--- config.mk ---
export PLATFORM = sky130hd
export DESIGN_NAME = loader_top
export DESIGN_NICKNAME = d
export VERILOG_FILES = /design/src/design/loader_pkg.sv /design/src/design/download_decoder.sv /design/src/design/load_settings.sv /design/src/design/loader_top.sv /design/src/design/prg_loader.sv /design/src/design/target_addr_map.sv
export VERILOG_INCLUDE_DIRS = /design/src /design/src/design
export SDC_FILE = /design/constraint.sdc
export NUM_CORES = 1
export LEC_CHECK = 0
export ABC_AREA = 1
export BUFFER_PORTS_ARGS = -buffer_cell sky130_fd_sc_hd__buf_2
export CORE_MARGIN = 4
export CORE_UTILIZATION = 44
export DETAILED_ROUTE_END_ITERATION = 6
export PLACE_DENSITY = 0.73
export RECOVER_POWER = 25
export SLEW_MARGIN = 15
export SYNTH_ARGS = -nofsm -noshare
export SYNTH_HDL_FRONTEND = slang
export SYNTH_HIERARCHICAL = 1
export SYNTH_SLANG_ARGS = --single-unit
--- constraint.sdc ---
create_clock -name clk_sys -period 4.34 [get_ports clk_sys]
set_clock_uncertainty 0.05 [all_clocks]
set_input_delay 1.302 -clock clk_sys [delete_from_list [all_inputs] [get_ports clk_sys]]
set_output_delay 1.302 -clock clk_sys [all_outputs]
set_load 0.01 [all_outputs]
--- src/design/loader_cfg.svh ---
`ifndef LOADER_CFG_SVH
`define LOADER_CFG_SVH

// ====================
// Bus widths
// ====================
`define LDR_ADDR_W          23
`define LDR_OFS_W           25
`define LDR_DATA_W          8
`define LDR_IDX_W           8
`define LDR_CFG_W           32

// ====================
// Download index codes
// ====================
`define LDR_IDX_ROM         8'h00
`define LDR_IDX_PRG_A       8'h01
`define LDR_IDX_PRG_B       8'h41
`define LDR_IDX_TAP         8'h81

// ====================
// Fixed addresses
// ====================
// Tape images live above the system ROMs
`define LDR_TAP_BASE        23'h20000
// Cartridge slot used by headerless PRG files
`define LDR_PRG_NOHDR_ADDR  16'hA000
// Last byte a PRG may touch before the ROM area
`define LDR_PRG_LIMIT       16'hBFFF

// Injection step that issues the reset request
`define LDR_INJ_LAST_STEP   5'd31
// Address bit that selects the NTSC kernal copy
`define LDR_NTSC_BANK_BIT   16
// Settings bit for files without a load address
`define LDR_CFG_NO_HDR_BIT  2

`endif

--- src/design/loader_pkg.sv ---
`default_nettype none

`include "loader_cfg.svh"

package loader_pkg;

    // Kind of the download in progress
    typedef enum logic [1:0] {
        DL_NONE,
        DL_ROM,
        DL_PRG,
        DL_TAP
    } dl_kind_t;

    // One byte of the incoming download stream
    typedef struct packed {
        logic                   strb;
        logic [`LDR_OFS_W-1:0]  ofs;
        logic [`LDR_DATA_W-1:0] data;
    } dl_beat_t;

    // Write request towards memory
    typedef struct packed {
        logic                   we;
        logic                   internal;
        logic [`LDR_ADDR_W-1:0] addr;
        logic [`LDR_DATA_W-1:0] data;
    } mem_req_t;

    // PRG body byte or pointer injection, 16-bit machine address
    typedef struct packed {
        logic                   we;
        logic                   inject;
        logic [15:0]            addr;
        logic [`LDR_DATA_W-1:0] data;
    } prg_wr_t;

endpackage

`default_nettype wire

--- src/design/download_decoder.sv ---
`timescale 1ns/1ps
`default_nettype none

`include "loader_cfg.svh"

module download_decoder (
    input  wire                      clk_sys,
    input  wire                      reset,
    input  wire                      dl_active_i,
    input  wire [`LDR_IDX_W-1:0]     dl_index_i,
    output loader_pkg::dl_kind_t     kind_o,
    output logic                     start_o,
    output logic                     end_o
);

    loader_pkg::dl_kind_t kind_q;

    // ====================
    // Index decode
    // ====================
    always_comb begin
        kind_o = loader_pkg::DL_NONE;
        if (dl_active_i) begin
            case (dl_index_i)
                `LDR_IDX_ROM:   kind_o = loader_pkg::DL_ROM;
                `LDR_IDX_PRG_A,
                `LDR_IDX_PRG_B: kind_o = loader_pkg::DL_PRG;
                `LDR_IDX_TAP:   kind_o = loader_pkg::DL_TAP;
                default:        kind_o = loader_pkg::DL_NONE;
            endcase
        end
    end

    // ====================
    // Edge detection
    // ====================
    // A change of kind ends the old download and starts the new one
    always_ff @(posedge clk_sys) begin
        if (reset) begin
            kind_q  <= loader_pkg::DL_NONE;
            start_o <= 1'b0;
            end_o   <= 1'b0;
        end else begin
            kind_q  <= kind_o;
            start_o <= (kind_o != loader_pkg::DL_NONE) && (kind_o != kind_q);
            end_o   <= (kind_q != loader_pkg::DL_NONE) && (kind_o != kind_q);
        end
    end

endmodule

`default_nettype wire

--- src/design/load_settings.sv ---
`timescale 1ns/1ps
`default_nettype none

`include "loader_cfg.svh"

module load_settings (
    input  wire                  clk_sys,
    input  wire                  reset,
    input  wire                  cfg_wr_i,
    input  wire [`LDR_CFG_W-1:0] cfg_word_i,
    output logic                 no_header_o
);

    // ====================
    // Settings word
    // ====================
    logic [`LDR_CFG_W-1:0] cfg_q;

    always_ff @(posedge clk_sys) begin
        if (reset) begin
            cfg_q <= '0;
        end else if (cfg_wr_i) begin
            cfg_q <= cfg_word_i;
        end
    end

    // ====================
    // Decoded options
    // ====================
    // Set means the PRG has no two-byte load address
    assign no_header_o = cfg_q[`LDR_CFG_NO_HDR_BIT];

endmodule

`default_nettype wire

--- src/design/loader_top.sv ---
`timescale 1ns/1ps
`default_nettype none

`include "loader_cfg.svh"

module loader_top (
    input  wire                       clk_sys,
    input  wire                       reset,
    input  wire                       dl_active_i,
    input  wire [`LDR_IDX_W-1:0]      dl_index_i,
    input  wire loader_pkg::dl_beat_t beat_i,
    input  wire                       cfg_wr_i,
    input  wire [`LDR_CFG_W-1:0]      cfg_word_i,
    output loader_pkg::mem_req_t      mem_req_o,
    output logic [`LDR_ADDR_W-1:0]    tap_end_o,
    output logic                      force_reset_o
);

    loader_pkg::dl_kind_t kind;
    loader_pkg::prg_wr_t  prg_wr;
    logic                 dl_end;
    logic                 no_header;

    load_settings u_settings (
        .clk_sys     (clk_sys),
        .reset       (reset),
        .cfg_wr_i    (cfg_wr_i),
        .cfg_word_i  (cfg_word_i),
        .no_header_o (no_header)
    );

    // Start pulse is not needed by the loaders
    download_decoder u_decoder (
        .clk_sys     (clk_sys),
        .reset       (reset),
        .dl_active_i (dl_active_i),
        .dl_index_i  (dl_index_i),
        .kind_o      (kind),
        .start_o     (),
        .end_o       (dl_end)
    );

    prg_loader u_prg (
        .clk_sys       (clk_sys),
        .reset         (reset),
        .beat_i        (beat_i),
        .kind_i        (kind),
        .end_i         (dl_end),
        .no_header_i   (no_header),
        .prg_wr_o      (prg_wr),
        .force_reset_o (force_reset_o)
    );

    target_addr_map u_map (
        .clk_sys   (clk_sys),
        .reset     (reset),
        .beat_i    (beat_i),
        .kind_i    (kind),
        .prg_wr_i  (prg_wr),
        .mem_req_o (mem_req_o),
        .tap_end_o (tap_end_o)
    );

endmodule

`default_nettype wire

--- src/design/prg_loader.sv ---
`timescale 1ns/1ps
`default_nettype none

`include "loader_cfg.svh"

module prg_loader (
    input  wire                     clk_sys,
    input  wire                     reset,
    input  wire loader_pkg::dl_beat_t beat_i,
    input  wire loader_pkg::dl_kind_t kind_i,
    input  wire                     end_i,
    input  wire                     no_header_i,
    output loader_pkg::prg_wr_t     prg_wr_o,
    output logic                    force_reset_o
);

    localparam logic [`LDR_OFS_W-1:0] OFS_HDR_LO = 0;
    localparam logic [`LDR_OFS_W-1:0] OFS_HDR_HI = 1;
    localparam logic [`LDR_OFS_W-1:0] OFS_BODY   = 2;

    logic        prg_strb;
    logic [15:0] load_ptr;
    logic [15:0] ptr_nxt;
    logic        ptr_write;
    logic        in_prg;
    logic        auto_reset;
    logic [4:0]  inj_step;
    logic        inj_slot;
    logic [15:0] inj_addr;

    assign prg_strb = beat_i.strb && (kind_i == loader_pkg::DL_PRG);

    // ====================
    // Load pointer
    // ====================
    // The written address is the updated pointer
    always_comb begin
        ptr_nxt   = load_ptr;
        ptr_write = 1'b1;
        if (!no_header_i) begin
            if (beat_i.ofs == OFS_HDR_LO) begin
                ptr_nxt[7:0] = beat_i.data;
                ptr_write    = 1'b0;
            end else if (beat_i.ofs == OFS_HDR_HI) begin
                ptr_nxt[15:8] = beat_i.data;
                ptr_write     = 1'b0;
            end else if (beat_i.ofs != OFS_BODY && load_ptr != `LDR_PRG_LIMIT) begin
                ptr_nxt = load_ptr + 16'd1;
            end
        end else begin
            if (beat_i.ofs == OFS_HDR_LO) begin
                ptr_nxt = `LDR_PRG_NOHDR_ADDR;
            end else if (load_ptr != `LDR_PRG_LIMIT) begin
                ptr_nxt = load_ptr + 16'd1;
            end
        end
    end

    // ====================
    // Injection targets
    // ====================
    // Low byte on steps 1,5,9,13 and high byte on 3,7,11,15
    assign inj_slot = inj_step[0] && !inj_step[4];

    always_comb begin
        case (inj_step[3:1])
            3'd0:    inj_addr = 16'h002D;
            3'd1:    inj_addr = 16'h002E;
            3'd2:    inj_addr = 16'h002F;
            3'd3:    inj_addr = 16'h0030;
            3'd4:    inj_addr = 16'h0031;
            3'd5:    inj_addr = 16'h0032;
            3'd6:    inj_addr = 16'h00AE;
            default: inj_addr = 16'h00AF;
        endcase
    end

    always_ff @(posedge clk_sys) begin
        if (reset) begin
            prg_wr_o.we     <= 1'b0;
            prg_wr_o.inject <= 1'b0;
            force_reset_o   <= 1'b0;
            in_prg          <= 1'b0;
            auto_reset      <= 1'b0;
            inj_step        <= 5'd0;
        end else begin
            prg_wr_o.we     <= 1'b0;
            prg_wr_o.inject <= 1'b0;
            force_reset_o   <= 1'b0;

            if (prg_strb) begin
                load_ptr      <= ptr_nxt;
                prg_wr_o.we   <= ptr_write;
                prg_wr_o.addr <= ptr_nxt;
                prg_wr_o.data <= beat_i.data;
                // Loaded into the cartridge slot so restart after loading
                if (ptr_write && ptr_nxt == `LDR_PRG_NOHDR_ADDR) begin
                    auto_reset <= 1'b1;
                end
            end

            if (end_i) begin
                in_prg <= 1'b0;
            end
            if (kind_i == loader_pkg::DL_PRG) begin
                in_prg <= 1'b1;
            end

            // Step counter wraps back to idle after step 31
            if (end_i && in_prg) begin
                inj_step <= 5'd1;
            end else if (inj_step != 5'd0) begin
                inj_step <= inj_step + 5'd1;
            end

            if (inj_slot) begin
                prg_wr_o.we     <= 1'b1;
                prg_wr_o.inject <= 1'b1;
                prg_wr_o.addr   <= inj_addr;
                prg_wr_o.data   <= inj_step[1] ? load_ptr[15:8] : load_ptr[7:0];
            end

            if (inj_step == `LDR_INJ_LAST_STEP) begin
                force_reset_o <= auto_reset;
                auto_reset    <= 1'b0;
            end
        end
    end

endmodule

`default_nettype wire

--- src/design/target_addr_map.sv ---
`timescale 1ns/1ps
`default_nettype none

`include "loader_cfg.svh"

module target_addr_map (
    input  wire                       clk_sys,
    input  wire                       reset,
    input  wire loader_pkg::dl_beat_t beat_i,
    input  wire loader_pkg::dl_kind_t kind_i,
    input  wire loader_pkg::prg_wr_t  prg_wr_i,
    output loader_pkg::mem_req_t      mem_req_o,
    output logic [`LDR_ADDR_W-1:0]    tap_end_o
);

    logic                   rom_strb;
    logic                   tap_strb;
    logic [`LDR_ADDR_W-1:0] rom_addr;
    logic                   rom_char;
    logic [`LDR_ADDR_W-1:0] tap_addr;
    logic                   prg_internal;

    assign rom_strb = beat_i.strb && (kind_i == loader_pkg::DL_ROM);
    assign tap_strb = beat_i.strb && (kind_i == loader_pkg::DL_TAP);

    // ====================
    // ROM regions
    // ====================
    always_comb begin
        rom_char = 1'b0;
        case (beat_i.ofs[15:13])
            // Drive ROM
            3'b000,
            3'b001: rom_addr = {9'h0, beat_i.ofs[13:0]};
            // PAL kernal
            3'b010: rom_addr = {7'h0, 3'b111, beat_i.ofs[12:0]};
            3'b011: begin
                rom_addr = {7'h0, 3'b111, beat_i.ofs[12:0]};
                rom_addr[`LDR_NTSC_BANK_BIT] = 1'b1;
            end
            // BASIC
            3'b100: rom_addr = {7'h0, 3'b110, beat_i.ofs[12:0]};
            3'b101: begin
                rom_addr = {7'h0, 4'b1000, beat_i.ofs[11:0]};
                rom_char = 1'b1;
            end
            default: rom_addr = '0;
        endcase
    end

    assign tap_addr = `LDR_TAP_BASE + beat_i.ofs[`LDR_ADDR_W-1:0];

    // Low RAM, the 4K block at $1000 and colour RAM sit inside the machine
    assign prg_internal = (prg_wr_i.addr[15:10] == 6'b000000) ||
                          (prg_wr_i.addr[15:12] == 4'b0001) ||
                          (prg_wr_i.addr[15:10] == 6'b100101);

    // ====================
    // Write request
    // ====================
    always_ff @(posedge clk_sys) begin
        if (reset) begin
            mem_req_o.we <= 1'b0;
            tap_end_o    <= `LDR_TAP_BASE;
        end else begin
            mem_req_o.we <= 1'b0;
            if (prg_wr_i.we) begin
                mem_req_o.we       <= 1'b1;
                mem_req_o.internal <= prg_wr_i.inject || prg_internal;
                mem_req_o.addr     <= {{(`LDR_ADDR_W-16){1'b0}}, prg_wr_i.addr};
                mem_req_o.data     <= prg_wr_i.data;
            end else if (rom_strb) begin
                mem_req_o.we       <= 1'b1;
                mem_req_o.internal <= rom_char;
                mem_req_o.addr     <= rom_addr;
                mem_req_o.data     <= beat_i.data;
            end else if (tap_strb) begin
                mem_req_o.we       <= 1'b1;
                mem_req_o.internal <= 1'b0;
                mem_req_o.addr     <= tap_addr;
                mem_req_o.data     <= beat_i.data;
            end
            // Tape end pointer for playback
            if (tap_strb) begin
                tap_end_o <= tap_addr + 1'b1;
            end
        end
    end

endmodule

`default_nettype wire

# Word level (Yosys, flattened, before mapping)
# Index checks and enable logic that the tools add are counted.
[totals]
register_bits = 112
out_inout_bits = 57
in_bits = 78
memories = 0
latchBits = 0
rom_bits = 0
word_cells = 109
mem_bits_rw = 0
[op_classes]
eq_ne = 25
reduce_logical = 32
div = 0
n_shift = 0
n_addsub = 4
n_mul = 0
bitwise_logic = 2
order_cmp = 0
mux = 27
[op_table]
columns = ["operator", "count"]
rows = [
  ["$mux W33", 3],
  ["$pmux W17 S5", 1],
  ["$mux W16", 4],
  ["$pmux W8 S7", 1],
  ["$mux W8", 5],
  ["$mux W26", 1],
  ["$eq A25 B1 Y1 const B", 1],
  ["$logic_not A25 Y1", 1],
  ["$ne A25 B2 Y1 const B", 1],
  ["$mux W24", 1],
  ["$add A18 B23 Y23 const A", 1],
  ["$add A23 B1 Y23 const B", 1],
  ["$add A16 B1 Y16 const B", 1],
  ["$eq A16 B16 Y1 const B", 1],
  ["$ne A16 B16 Y1 const B", 1],
  ["$eq A3 B3 Y1 const B", 5],
  ["$eq A3 B2 Y1 const B", 4],
  ["$reduce_or A2 Y1", 5],
  ["$mux W1", 9],
  ["$eq A8 B1 Y1 const B", 1],
  ["$eq A8 B7 Y1 const B", 1],
  ["$eq A8 B8 Y1 const B", 1],
  ["$logic_and A1 B1 Y1", 8],
  ["$logic_not A8 Y1", 1],
  ["other kinds (19)", 31],
]

# Logic depth before layout (Yosys ltp)
[depth]
depth_word = 9
mapped_depth = 18
depth_no_buf = 18

# Cells and area by module
# Netlist, hierarchy kept.
[by_module_without_submodules]
columns = ["mod", "cells_each", "seq_area_each_um2", "instances", "area_each_um2"]
rows = [
  ["prg_loader", 424, 1401.3, 1, 3276.9],
  ["target_addr_map", 380, 1441.4, 1, 3100.5],
  ["download_decoder", 41, 80.1, 1, 286.5],
  ["load_settings", 7, 20.0, 1, 45.0],
]

# Worst setup path before layout
# OpenSTA, ideal clock, no wires.
[synth_timing]
path_kind = "input to register"
startpoint = "in dl_index_i[3]"
endpoint = "reg, netlist name u_map/mem_req_o[0]"
t_arrival_ns = 3.593
path_stages = 8
t_required_ns = 3.858
setup_time_ns = 0.432
path_buffers = 1
path_slack_ns = 0.265
cell_sequence = "nor2_2 nand2_2 nor2_8 nand2_2 inv_1 nand2_1 clkbuf_1 a21oi_1"
[synth_between]
elab_chain_len = 8
word_cells_on_any_way = 13
classes_between = "eq/ne (5); mux (2); reduce/logical (6)"
[synth_lines]
columns = ["element", "line_no", "rtl"]
rows = [
  ["from (decl)", "loader_top.sv:10", "input wire [`LDR_IDX_W-1:0] dl_index_i,"],
  ["$eq A8 B1 Y1 / $eq A8 B7 Y1 (equally long branches)", "download_decoder.sv:24", "case (dl_index_i)"],
  ["$reduce_or A2 Y1", "download_decoder.sv:24", ""],
  ["$pmux W2 S3 *", "download_decoder.sv:24", ""],
  ["$mux W2 *", "download_decoder.sv:23", "if (dl_active_i) begin"],
  ["named net kind[0]", "loader_top.sv:19", "loader_pkg::dl_kind_t kind;"],
  ["$eq A2 B2 Y1 / $eq A2 B1 Y1 (equally long branches)", "target_addr_map.sv:24, target_addr_map.sv:23", ""],
  ["$logic_and A1 B1 Y1, on equally long branches", "target_addr_map.sv:24, target_addr_map.sv:23", ""],
  ["$reduce_bool A3 Y1 (no source line) *", "-", ""],
  ["$reduce_and A2 Y1 (no source line) *", "-", ""],
]
# The timed path passes the listed nets; every way through them passes the cells marked *.
# A chain may end at the register's enable or synchronous reset.

# Worst setup path after layout
[layout_timing]
startpoint = "in dl_index_i[3]"
endpoint = "reg, netlist name u_map/mem_req_o[9]"
[layout_between]
elab_chain_len = 8
word_cells_on_any_way = 11
classes_between = "eq/ne (4); mux (4); reduce/logical (3)"
[layout_lines]
columns = ["element", "line_no", "rtl"]
rows = [
  ["$eq A8 B1 Y1 / $eq A8 B7 Y1 (equally long branches)", "download_decoder.sv:24", ""],
  ["$reduce_or A2 Y1", "download_decoder.sv:24", ""],
  ["$pmux W2 S3 *", "download_decoder.sv:24", ""],
  ["$mux W2 *", "download_decoder.sv:23", ""],
  ["named net kind[0]", "loader_top.sv:19", ""],
  ["$eq A2 B1 Y1 *", "target_addr_map.sv:23", "assign rom_strb = beat_i.strb && (kind_i == loader_pkg::DL_ROM);"],
  ["$logic_and A1 B1 Y1 *", "target_addr_map.sv:23", ""],
  ["$mux W33 *", "target_addr_map.sv:72", "end else if (rom_strb) begin"],
  ["$mux W33 *", "target_addr_map.sv:67", "if (prg_wr_i.we) begin"],
]
# Marks and branches as above.

==> results.json <==
{
  "grt_max_degree": 39,
  "power_density_mw_per_mm2": 345,
  "fmax_mhz": 296,
  "syn_area_mm2": 0.00667,
  "setup_tns_ps": 0,
  "slew_headroom_pct": 24.3,
  "finalWirelength_mm": 17.3,
  "arrival_ps": 3560,
  "period_share_pct": 78.0,
  "rsz0062_at_grt": "no",
  "cts_hold_buf": 0,
  "cp_max_fo": 12,
  "post_cts_buffers": 0,
  "area_growth_pct": 14.0,
  "cts_root_buffer": "clkbuf_16",
  "setup_viol": 0,
  "die_w_um": 131,
  "maxSlewViolCount": 0,
  "p_leak_uw": 0.00336,
  "die_y_um": 131,
  "finalHoldWorstSlack_ps": 391,
  "vias": 6000,
  "grt_pass1_wl_mm": 27.9,
  "via_per_inst": 5.29,
  "drv_cap": 0,
  "antenna_found_initial": 0,
  "yosysWarnings": 6,
  "clockBufferDepth": 2,
  "setup.worst_path.class": "input port to flip-flop",
  "cts.sinks": 110,
  "status": "finished, final reports clean",
  "io_buffers": 103,
  "ant_nets": 0,
  "core-area_mm2": 0.0147,
  "drc": 0,
  "firstDrtPassIters": 6,
  "clk_latency_ps": 350,
  "place.gp.congestion": 0.978,
  "num_rows": 44,
  "final_common_cell": "nand2_1",
  "post-dp-hpwl_mm": 12.9,
  "ios": 135,
  "fin_crit_ps": 3380,
  "syn_nets": 937,
  "tritoncts": "built",
  "crit_path_end_kind": "flip-flop",
  "htree_levels": 3,
  "nets": 1034,
  "diodes": 0,
  "crit_required_ps": 4520,
  "drive_gt1_share_pct": 17.6,
  "gr-total-overflow": 0,
  "cts_buffers": 9,
  "ctsResizeCount": 0,
  "synth_cells": 848,
  "tightestPinTransition_ps": 1140,
  "wl_per_cell_um": 15.3,
  "grt_pass1_vias": 5467,
  "syn_avg_cell_area_um2": 7.87,
  "layout_common_cells": "nand2_1, inv_1, nor2_1",
  "start_kind": "input port",
  "hp-class": "flip-flop to flip-flop",
  "track_usage_pct": 19.9,
  "die_area_mm2": 0.0172,
  "hold_viol_final": 0,
  "drt_iter0_drc": 623,
  "clk_pin_slew_ps": 70,
  "peakVddDrop_mv": 0.210,
  "start_util_pct": 45.4
}
## flip-flops by register name, indices dropped and copies added, names as in the netlist
name                 flops
u_decoder/end_o          1
u_decoder/kind_q         2
u_map/mem_req_o         33
u_map/tap_end_o         23
u_prg/auto_reset         1
u_prg/force_reset_o      1
u_prg/in_prg             1
u_prg/inj_step           5
u_prg/load_ptr          16
u_prg/prg_wr_o          26
u_settings/cfg_q         1
## metrics by stage
stage	setup slack [ps]	power [uW]	std cells	utilization [%]	area, um^2
6_report	956	2630	1134	51.8	7610
5_1_grt	614	2760	1134	51.8	7610
4_1_cts	1010	2650	1134	52.2	7680
3_5_place_dp	648	1750	1118	50.1	7360
3_3_place_gp	677	1740	1118	50.1	7360
2_1_floorplan	265	1580	848	-	6670
## metal layers
layer | track usage [%] | share of wire [%]
met5 | 0 | 0
met4 | 7.18 | 2.1
met3 | 3.33 | 6.9
met2 | 32.2 | 46
met1 | 27.0 | 44
## where the power goes
group	internal (uW)	switching [uW]	total, uW
Clock	511	385	896
Sequential	1210	43.6	1260
Combinational	138	338	476
Total	1860	767	2630
## path summary, 6_finish.rpt
path	start	end	slack (ps)	cells after the start
max	dl_index_i[3]	u_map/mem_req_o[9]	960	14
min	u_prg/auto_reset	u_prg/force_reset_o	390	2
max reg2reg	u_prg/inj_step[0]	u_prg/prg_wr_o[1]	1260	6
min reg2reg	u_prg/auto_reset	u_prg/force_reset_o	390	2
## critical path: stages
cell     delay, ps
buf_2          100
nor2_2         120
nand2_2         60
nor2_1         290
nand2_2        100
inv_1           90
nand2_1        320
inv_1          130
nand2_1        100
nor2_1         230
o21ai_1        110
nand2_1        330
nand3_1        160
nand2_1        100
## cell type report
cell class	count	area [um^2]
clock buffers	10	229
clock inverters	6	92.6
fillers	1443	7090
inverters	116	437
multi-input cells	598	3180
flip-flops and latches	110	2920
well taps	184	230
repair buffers	110	514
Power figures use the tool's default switching activity.
